`config.mk`:
```
export PLATFORM = sky130hd
export DESIGN_NAME = jtag_dial_top
export DESIGN_NICKNAME = d
export VERILOG_FILES = /design/src/hdl/dial_pkg.sv /design/src/hdl/tap_controller.sv /design/src/hdl/user_register.sv /design/src/hdl/ascii_decoder.sv /design/src/hdl/bcd_dial.sv /design/src/hdl/jtag_dial_top.sv
export SDC_FILE = /design/constraint.sdc
export NUM_CORES = 1
export LEC_CHECK = 0
export BUFFER_PORTS_ARGS = -buffer_cell sky130_fd_sc_hd__buf_2
export CELL_PAD_IN_SITES_DETAIL_PLACEMENT = 1
export CELL_PAD_IN_SITES_GLOBAL_PLACEMENT = 1
export CORE_MARGIN = 3
export CORE_UTILIZATION = 54
export CTS_CLUSTER_SIZE = 14
export DETAILED_ROUTE_END_ITERATION = 12
export PLACE_DENSITY_LB_ADDON = 0.15
export REMOVE_ABC_BUFFERS = 1
export SLEW_MARGIN = 5
export SYNTH_ARGS = -nofsm -noshare
export SYNTH_HDL_FRONTEND = slang
export SYNTH_SLANG_ARGS = --single-unit
```
`constraint.sdc`:
```
create_clock -name tck -period 9.4 [get_ports tck]
set_input_delay 0 -clock tck [delete_from_list [all_inputs] [get_ports tck]]
set_output_delay 0 -clock tck [all_outputs]
set_load 0.03 [all_outputs]
```
`src/hdl/dial_pkg.sv`:
```
package dial_pkg;

    // ------------------------------------------------------------
    // Scan chain geometry and instruction codes
    // ------------------------------------------------------------
    localparam int ir_width = 4;
    localparam int dr_width = 16;

    localparam logic [ir_width-1:0] user4_instr      = 4'b0100;
    localparam logic [ir_width-1:0] ir_capture_value = 4'b0001; // Fixed pattern per 1149.1.

    localparam logic [7:0] write_ascii_byte_cmd = 8'hA0;

    // ------------------------------------------------------------
    // Text characters understood by the line parser
    // ------------------------------------------------------------
    localparam logic [7:0] ascii_newline = 8'h0A;
    localparam logic [7:0] ascii_zero    = 8'h30;
    localparam logic [7:0] ascii_nine    = 8'h39;
    localparam logic [7:0] ascii_left    = 8'h4C;
    localparam logic [7:0] ascii_right   = 8'h52;

    localparam logic [3:0] dial_start_tens  = 4'd5;
    localparam logic [3:0] dial_start_units = 4'd0;

    typedef struct packed {
        logic [7:0] cmd;
        logic [7:0] data;
    } tap_data_t;

    typedef struct packed {
        logic run_test_idle;
        logic capture_dr;
        logic shift_dr;
        logic update_dr;
        logic user4_selected;
    } tap_state_t;

    typedef struct packed {
        logic [3:0] tens;
        logic [3:0] units;
    } bcd_steps_t;

    typedef struct packed {
        logic [7:0] tens_char;
        logic [7:0] units_char;
    } dial_ascii_t;

endpackage

```
`src/hdl/tap_controller.sv`:
```
`timescale 1ns/1ps

module tap_controller import dial_pkg::*; (
    input  logic       tck,
    input  logic       tms,
    input  logic       tdi,
    output logic       state_is_test_logic_reset,
    output tap_state_t tap_state,
    output logic       ir_tdo
);

    typedef enum logic [3:0] {
        st_test_logic_reset,
        st_run_test_idle,
        st_select_dr_scan,
        st_capture_dr,
        st_shift_dr,
        st_exit1_dr,
        st_pause_dr,
        st_exit2_dr,
        st_update_dr,
        st_select_ir_scan,
        st_capture_ir,
        st_shift_ir,
        st_exit1_ir,
        st_pause_ir,
        st_exit2_ir,
        st_update_ir
    } tap_fsm_t;

    tap_fsm_t state, state_next;
    logic [ir_width-1:0] ir_shift;
    logic [ir_width-1:0] ir_active;
    logic bypass_reg;

    // ------------------------------------------------------------
    // TAP state machine
    // ------------------------------------------------------------
    always_comb begin
        case (state)
            st_test_logic_reset: state_next = tms ? st_test_logic_reset : st_run_test_idle;
            st_run_test_idle:    state_next = tms ? st_select_dr_scan : st_run_test_idle;
            st_select_dr_scan:   state_next = tms ? st_select_ir_scan : st_capture_dr;
            st_capture_dr:       state_next = tms ? st_exit1_dr : st_shift_dr;
            st_shift_dr:         state_next = tms ? st_exit1_dr : st_shift_dr;
            st_exit1_dr:         state_next = tms ? st_update_dr : st_pause_dr;
            st_pause_dr:         state_next = tms ? st_exit2_dr : st_pause_dr;
            st_exit2_dr:         state_next = tms ? st_update_dr : st_shift_dr;
            st_update_dr:        state_next = tms ? st_select_dr_scan : st_run_test_idle;
            st_select_ir_scan:   state_next = tms ? st_test_logic_reset : st_capture_ir;
            st_capture_ir:       state_next = tms ? st_exit1_ir : st_shift_ir;
            st_shift_ir:         state_next = tms ? st_exit1_ir : st_shift_ir;
            st_exit1_ir:         state_next = tms ? st_update_ir : st_pause_ir;
            st_pause_ir:         state_next = tms ? st_exit2_ir : st_pause_ir;
            st_exit2_ir:         state_next = tms ? st_update_ir : st_shift_ir;
            st_update_ir:        state_next = tms ? st_select_dr_scan : st_run_test_idle;
            default:             state_next = st_test_logic_reset; // Recovers from power-up.
        endcase
    end

    always_ff @(posedge tck) begin
        state <= state_next; // Five tms-high edges reach reset from anywhere.
    end

    // ------------------------------------------------------------
    // Instruction and bypass registers
    // ------------------------------------------------------------
    always_ff @(posedge tck) begin
        if (state == st_capture_ir) begin
            ir_shift <= ir_capture_value;
        end else if (state == st_shift_ir) begin
            ir_shift <= {tdi, ir_shift[ir_width-1:1]};
        end
    end

    always_ff @(posedge tck) begin
        if (state_is_test_logic_reset) begin
            ir_active <= user4_instr;
        end else if (state == st_update_ir) begin
            ir_active <= ir_shift;
        end
    end

    always_ff @(posedge tck) begin
        if (state == st_capture_dr) begin
            bypass_reg <= 1'b0;
        end else if (state == st_shift_dr) begin
            bypass_reg <= tdi; // One bit of delay through the chain.
        end
    end

    assign state_is_test_logic_reset = (state == st_test_logic_reset);

    assign tap_state.run_test_idle  = (state == st_run_test_idle);
    assign tap_state.capture_dr     = (state == st_capture_dr);
    assign tap_state.shift_dr       = (state == st_shift_dr);
    assign tap_state.update_dr      = (state == st_update_dr);
    assign tap_state.user4_selected = (ir_active == user4_instr);

    assign ir_tdo = (state == st_shift_ir) ? ir_shift[0] : bypass_reg;

    five_tms_reach_reset: assert property (
        @(posedge tck)
        (tms && $past(tms) && $past(tms, 2) && $past(tms, 3) && $past(tms, 4))
            |=> state_is_test_logic_reset
    );

endmodule

```
`src/hdl/user_register.sv`:
```
`timescale 1ns/1ps

module user_register import dial_pkg::*; (
    input  logic        tck,
    input  logic        state_is_test_logic_reset,
    input  tap_state_t  tap_state,
    input  logic        tdi,
    input  dial_ascii_t position,
    output logic        dr_tdo,
    output logic [7:0]  ascii_byte,
    output logic        write_ascii_byte
);

    tap_data_t tap_data;
    logic [dr_width-1:0] readback;
    logic tap_valid;

    // ------------------------------------------------------------
    // Scan path
    // ------------------------------------------------------------
    always_ff @(posedge tck) begin
        if (tap_state.user4_selected && tap_state.shift_dr) begin
            tap_data <= {tdi, tap_data[dr_width-1:1]}; // LSB arrives first.
        end
    end

    always_ff @(posedge tck) begin
        if (tap_state.user4_selected) begin
            if (tap_state.capture_dr) begin
                readback <= position;
            end else if (tap_state.shift_dr) begin
                readback <= {1'b1, readback[dr_width-1:1]}; // Pads with ones past the word.
            end
        end
    end

    assign dr_tdo = readback[0];

    // ------------------------------------------------------------
    // Command decode
    // ------------------------------------------------------------
    always_ff @(posedge tck) begin
        if (state_is_test_logic_reset) begin
            tap_valid        <= 1'b0;
            write_ascii_byte <= 1'b0;
        end else begin
            tap_valid        <= tap_state.user4_selected && tap_state.update_dr;
            write_ascii_byte <= tap_valid && (tap_data.cmd == write_ascii_byte_cmd);
        end
    end

    always_ff @(posedge tck) begin
        if (tap_valid) begin
            ascii_byte <= tap_data.data; // Held so a new scan cannot disturb it.
        end
    end

endmodule

```
`src/hdl/ascii_decoder.sv`:
```
`timescale 1ns/1ps

module ascii_decoder import dial_pkg::*; (
    input  logic       tck,
    input  logic       state_is_test_logic_reset,
    input  logic [7:0] ascii_byte,
    input  logic       write_ascii_byte,
    output bcd_steps_t right_steps,
    output logic       steps_valid
);

    logic dir_left;
    bcd_steps_t count;
    logic is_digit;

    // Ten's complement modulo 100, digit by digit.
    function automatic bcd_steps_t tens_complement(input bcd_steps_t value);
        bcd_steps_t result;
        if (value.units == 4'd0) begin
            result.units = 4'd0;
            result.tens  = (value.tens == 4'd0) ? 4'd0 : 4'd10 - value.tens;
        end else begin
            result.units = 4'd10 - value.units;
            result.tens  = 4'd9 - value.tens; // Borrow taken by the units digit.
        end
        return result;
    endfunction

    assign is_digit = (ascii_byte >= ascii_zero) && (ascii_byte <= ascii_nine);

    // ------------------------------------------------------------
    // Line parser
    // ------------------------------------------------------------
    always_ff @(posedge tck) begin
        if (state_is_test_logic_reset) begin
            dir_left    <= 1'b0;
            count       <= '0;
            steps_valid <= 1'b0;
        end else begin
            steps_valid <= 1'b0;
            if (write_ascii_byte) begin
                if (ascii_byte == ascii_left) begin
                    dir_left <= 1'b1;
                    count    <= '0;
                end else if (ascii_byte == ascii_right) begin
                    dir_left <= 1'b0;
                    count    <= '0;
                end else if (is_digit) begin
                    count.tens  <= count.units; // Older digits fall off the top.
                    count.units <= ascii_byte[3:0];
                end else if (ascii_byte == ascii_newline) begin
                    steps_valid <= 1'b1;
                end
            end
        end
    end

    always_ff @(posedge tck) begin
        if (write_ascii_byte && (ascii_byte == ascii_newline)) begin
            right_steps <= dir_left ? tens_complement(count) : count;
        end
    end

    count_digits_decimal: assert property (
        @(posedge tck) disable iff (state_is_test_logic_reset)
        (count.tens <= 4'd9) && (count.units <= 4'd9)
    );

endmodule

```
`src/hdl/bcd_dial.sv`:
```
`timescale 1ns/1ps

module bcd_dial import dial_pkg::*; (
    input  logic        tck,
    input  logic        state_is_test_logic_reset,
    input  bcd_steps_t  right_steps,
    input  logic        steps_valid,
    output dial_ascii_t position
);

    logic [3:0] tens;
    logic [3:0] units;
    logic [4:0] units_sum;
    logic [4:0] tens_sum;
    logic units_carry;

    // ------------------------------------------------------------
    // Decimal adder
    // ------------------------------------------------------------
    always_comb begin
        units_sum   = {1'b0, units} + {1'b0, right_steps.units};
        units_carry = (units_sum > 5'd9);
        tens_sum    = {1'b0, tens} + {1'b0, right_steps.tens} + {4'd0, units_carry};
    end

    always_ff @(posedge tck) begin
        if (state_is_test_logic_reset) begin
            tens  <= dial_start_tens;
            units <= dial_start_units;
        end else if (steps_valid) begin
            if (units_carry) begin
                units <= 4'(units_sum - 5'd10);
            end else begin
                units <= units_sum[3:0];
            end
            if (tens_sum > 5'd9) begin
                tens <= 4'(tens_sum - 5'd10); // Hundreds carry is dropped.
            end else begin
                tens <= tens_sum[3:0];
            end
        end
    end

    assign position.tens_char  = ascii_zero + {4'd0, tens};
    assign position.units_char = ascii_zero + {4'd0, units};

    dial_digits_decimal: assert property (
        @(posedge tck) disable iff (state_is_test_logic_reset)
        (tens <= 4'd9) && (units <= 4'd9)
    );

endmodule

```
`src/hdl/jtag_dial_top.sv`:
```
`timescale 1ns/1ps

module jtag_dial_top import dial_pkg::*; (
    input  logic tck,
    input  logic tms,
    input  logic tdi,
    output logic tdo
);

    logic        state_is_test_logic_reset;
    tap_state_t  tap_state;
    logic        ir_tdo;
    logic        dr_tdo;
    logic [7:0]  ascii_byte;
    logic        write_ascii_byte;
    bcd_steps_t  right_steps;
    logic        steps_valid;
    dial_ascii_t position;

    tap_controller tap_controller_i (
        .tck                       (tck),
        .tms                       (tms),
        .tdi                       (tdi),
        .state_is_test_logic_reset (state_is_test_logic_reset),
        .tap_state                 (tap_state),
        .ir_tdo                    (ir_tdo)
    );

    user_register user_register_i (
        .tck                       (tck),
        .state_is_test_logic_reset (state_is_test_logic_reset),
        .tap_state                 (tap_state),
        .tdi                       (tdi),
        .position                  (position),
        .dr_tdo                    (dr_tdo),
        .ascii_byte                (ascii_byte),
        .write_ascii_byte          (write_ascii_byte)
    );

    ascii_decoder ascii_decoder_i (
        .tck                       (tck),
        .state_is_test_logic_reset (state_is_test_logic_reset),
        .ascii_byte                (ascii_byte),
        .write_ascii_byte          (write_ascii_byte),
        .right_steps               (right_steps),
        .steps_valid               (steps_valid)
    );

    bcd_dial bcd_dial_i (
        .tck                       (tck),
        .state_is_test_logic_reset (state_is_test_logic_reset),
        .right_steps               (right_steps),
        .steps_valid               (steps_valid),
        .position                  (position)
    );

    // User register drives the pin only while it is shifting.
    assign tdo = (tap_state.user4_selected && tap_state.shift_dr) ? dr_tdo : ir_tdo;

endmodule

```
==> metrics.yaml <==
outcome:
  status: "completed"
drt:
  drtPass1Iterations: 4
  routed_wirelength_um: 7560
  remaining_drc_errors: 0
  ant_nets: 0
  via_count: 2611
  drt_iter0_drc: 111
  wl_per_cell_um: 16.5
  viasPerCell: 5.71
finish:
  drive_gt1_share_pct: 11.4
  syn_to_final_growth_pct: 7.13
  fin_nets: 374
  final_common_cell: "edfxtp_1"
  multi_input_area_sq_um: 1570
  reg_top3: "user_register_i.readback: 16 flops, user_register_i.tap_data: 16 flops"
  diodes: 0
  final_cell_mix: "edfxtp_1 (48), nand2_1 (33), dfxtp_1 (33)"
  final.fill_count: 750
  ff_latch_area_sq_um: 2100
setup_path:
  cp_common_cell: "fa_1"
  worstSetupStartpointType: "register"
  slowest_delay_ns: 0.45
  critPathKind: "register to register"
  cp.arrival_ns: 4.71
  r2r-start: "bcd_dial_i.units[0]"
  r2r_slack_ns: 4.98
  cp_max_fo: 5
  crit_buf_inv: 2
  rr_endpoint: "bcd_dial_i.tens[2]"
  reg2regPathDepth: 15
  path_cells: "ha_1, inv_1, fa_1, xor2_1, ha_1, nand2_1, a32o_1, o311a_1, fa_1, inv_1, fa_1, or2_2, o2111ai_1, mux2_2, o211ai_1"
  critPathSlowestCell: "fa_1"
  critPathTopFamily: "adder cells"
  crit_required_ns: 9.69
  end_kind: "register"
floorplanning:
  die_y_um: 90.2
  initial_core_util_pct: 56.0
  die_x_um: 90.2
  num_rows: 30
  ios: 4
  die_area_sq_um: 8130
  core_area_sq_um: 6830
place:
  port_buffers: 3
  pre_cts_ws_ns: 4.99
  place_congestion: 0.822
  dp.final_hpwl_um: 5200
grt:
  antenna_found_initial: 0
  grt_first_pass_wirelength_um: 13000
  grt.total_usage_pct: 20.0
  grt_overflow: 0
  grt_pass1_vias: 2670
  grt_max_degree: 23
sta:
  fin_crit_ns: 4.42
  slew_viol_final: 0
  rsz0062_at_grt: "no"
  layout_setup_ws_ns: 4.98
  finalSetupViolations: 0
  fin_crit_sh_pct: 47.1
  whs_ns: 0.403
  tightestPinTransition_ns: 1.17
  skew_ns: 0.00905
  max_slew_margin_pct: 21.9
  final_hold_viol_count: 0
  setup-tns-final_ns: 0
  fmax_mhz: 226
clock_tree:
  cts_root_buffer: "clkbuf_8"
  cts_sinks: 81
  cts_tree: "built"
  clk_path_buf_depth: 2
  path_clk_slew_ns: 0.09
  cts_buffers: 9
  insertion_delay_ns: 0.35
  h-tree-depth: 3
synthesis:
  synth-edff-count: 48
  ys_types: 53
  synth-seq-cells: 81
  synthCells: 357
  ys_warn_count: 0
  synth_area_per_cell_sq_um: 10.7
  async_flop_share_pct: 0
  ys_seq_area_share_pct: 54.9
  synth_flop_cell: "edfxtp_1"
  syn_area_sq_um: 3830
pwr:
  power_w: 0.000986
  p_per_area_nw_per_um2: 241
  ir_drop_mv: 0.177
  leakage_nw: 1.44
worst_hold_path:
  holdPathStages: 2
  hp-class: "input pin to register"
  hp-start: "tdi"
  min_to: "user_register_i.tap_data[15]"
run:
  cap_violations: 0
power breakdown:
part           internal (W)  switching, W
Sequential         0.000479     0.0000708
Clock             0.0000993      0.000138
Combinational     0.0000779      0.000121
Total              0.000656      0.000330
how the worst max path moves through the flow:
stage | depth (start not counted) | start | to
2_1_floorplan | 15 | bcd_dial_i.units[0] | bcd_dial_i.tens[2]
3_3_place_gp | 15 | bcd_dial_i.units[0] | bcd_dial_i.tens[2]
3_5_place_dp | 15 | bcd_dial_i.units[0] | bcd_dial_i.tens[2]
4_1_cts | 15 | bcd_dial_i.units[0] | bcd_dial_i.tens[2]
5_1_grt | 15 | bcd_dial_i.units[0] | bcd_dial_i.tens[2]
6_report | 15 | bcd_dial_i.units[0] | bcd_dial_i.tens[2]
final cells by class:
class                   instances  share of cell area [%]
flip-flops and latches         81                    51.3
multi-input cells             237                    38.4
clock buffers                  10                    3.11
well taps                      96                    2.93
inverters                      20                    1.83
clock inverters                 6                    1.22
repair buffers                  7                    1.22
synth_stat cells (all sizes together), types with 3 or more instances:
| library cell | number | share of area [%] |
|---|---|---|
| a21o | 3 | 0.59 |
| a21oi | 19 | 2.5 |
| a31oi | 7 | 1.5 |
| and3 | 5 | 0.82 |
| buf | 4 | 0.62 |
| clkbuf | 15 | 1.5 |
| dfxtp | 33 | 17 |
| edfxtp | 48 | 38 |
| fa | 3 | 1.6 |
| ha | 12 | 3.9 |
| inv | 20 | 2.0 |
| mux2 | 10 | 2.9 |
| mux2i | 5 | 1.3 |
| nand2 | 33 | 3.2 |
| nand2b | 8 | 1.3 |
| nand3 | 13 | 1.7 |
| nor2 | 19 | 1.9 |
| nor2b | 9 | 1.5 |
| nor3 | 3 | 0.39 |
| nor4 | 7 | 1.3 |
| o211ai | 5 | 0.98 |
| o21ai | 26 | 3.4 |
| o22ai | 5 | 0.82 |
| or2 | 7 | 1.1 |
| or3 | 4 | 0.65 |
| xnor2 | 4 | 0.92 |
cells by family after synthesis:
family,share of synthesized area [%]
AOI/OAI and AO/OA,13.1
and+or+nand+nor,16.8
muxes,4.25
DFF,54.9
xor gates and xnor gates,1.37
buffers and inverters,4.05
adders and majority gates,5.49
timing repair:
item                                   4_1_cts  5_1_grt
hold buffers                                 2        0
endpoints found under the hold margin        3        0
resized for setup                            0        0
buffers inserted                             0        0
stage by stage:
step           utilization [%]  cells  area [sq um]
6_report                  60.0    457          4100
5_1_grt                   60.0    457          4100
4_1_cts                   60.0    457          4100
3_5_place_dp              57.1    439          3900
3_3_place_gp              57.1    439          3900
2_1_floorplan                -    338          3750
metal layers:
layer	global-route usage (%)	up-vias	routed length (um)
li1	-	1291	-
met1	25.0	1270	3470
met2	32.9	29	3680
met3	5.19	21	213
met4	8.29	0	186
met5	0	-	0
Power figures use the tool's default switching activity.
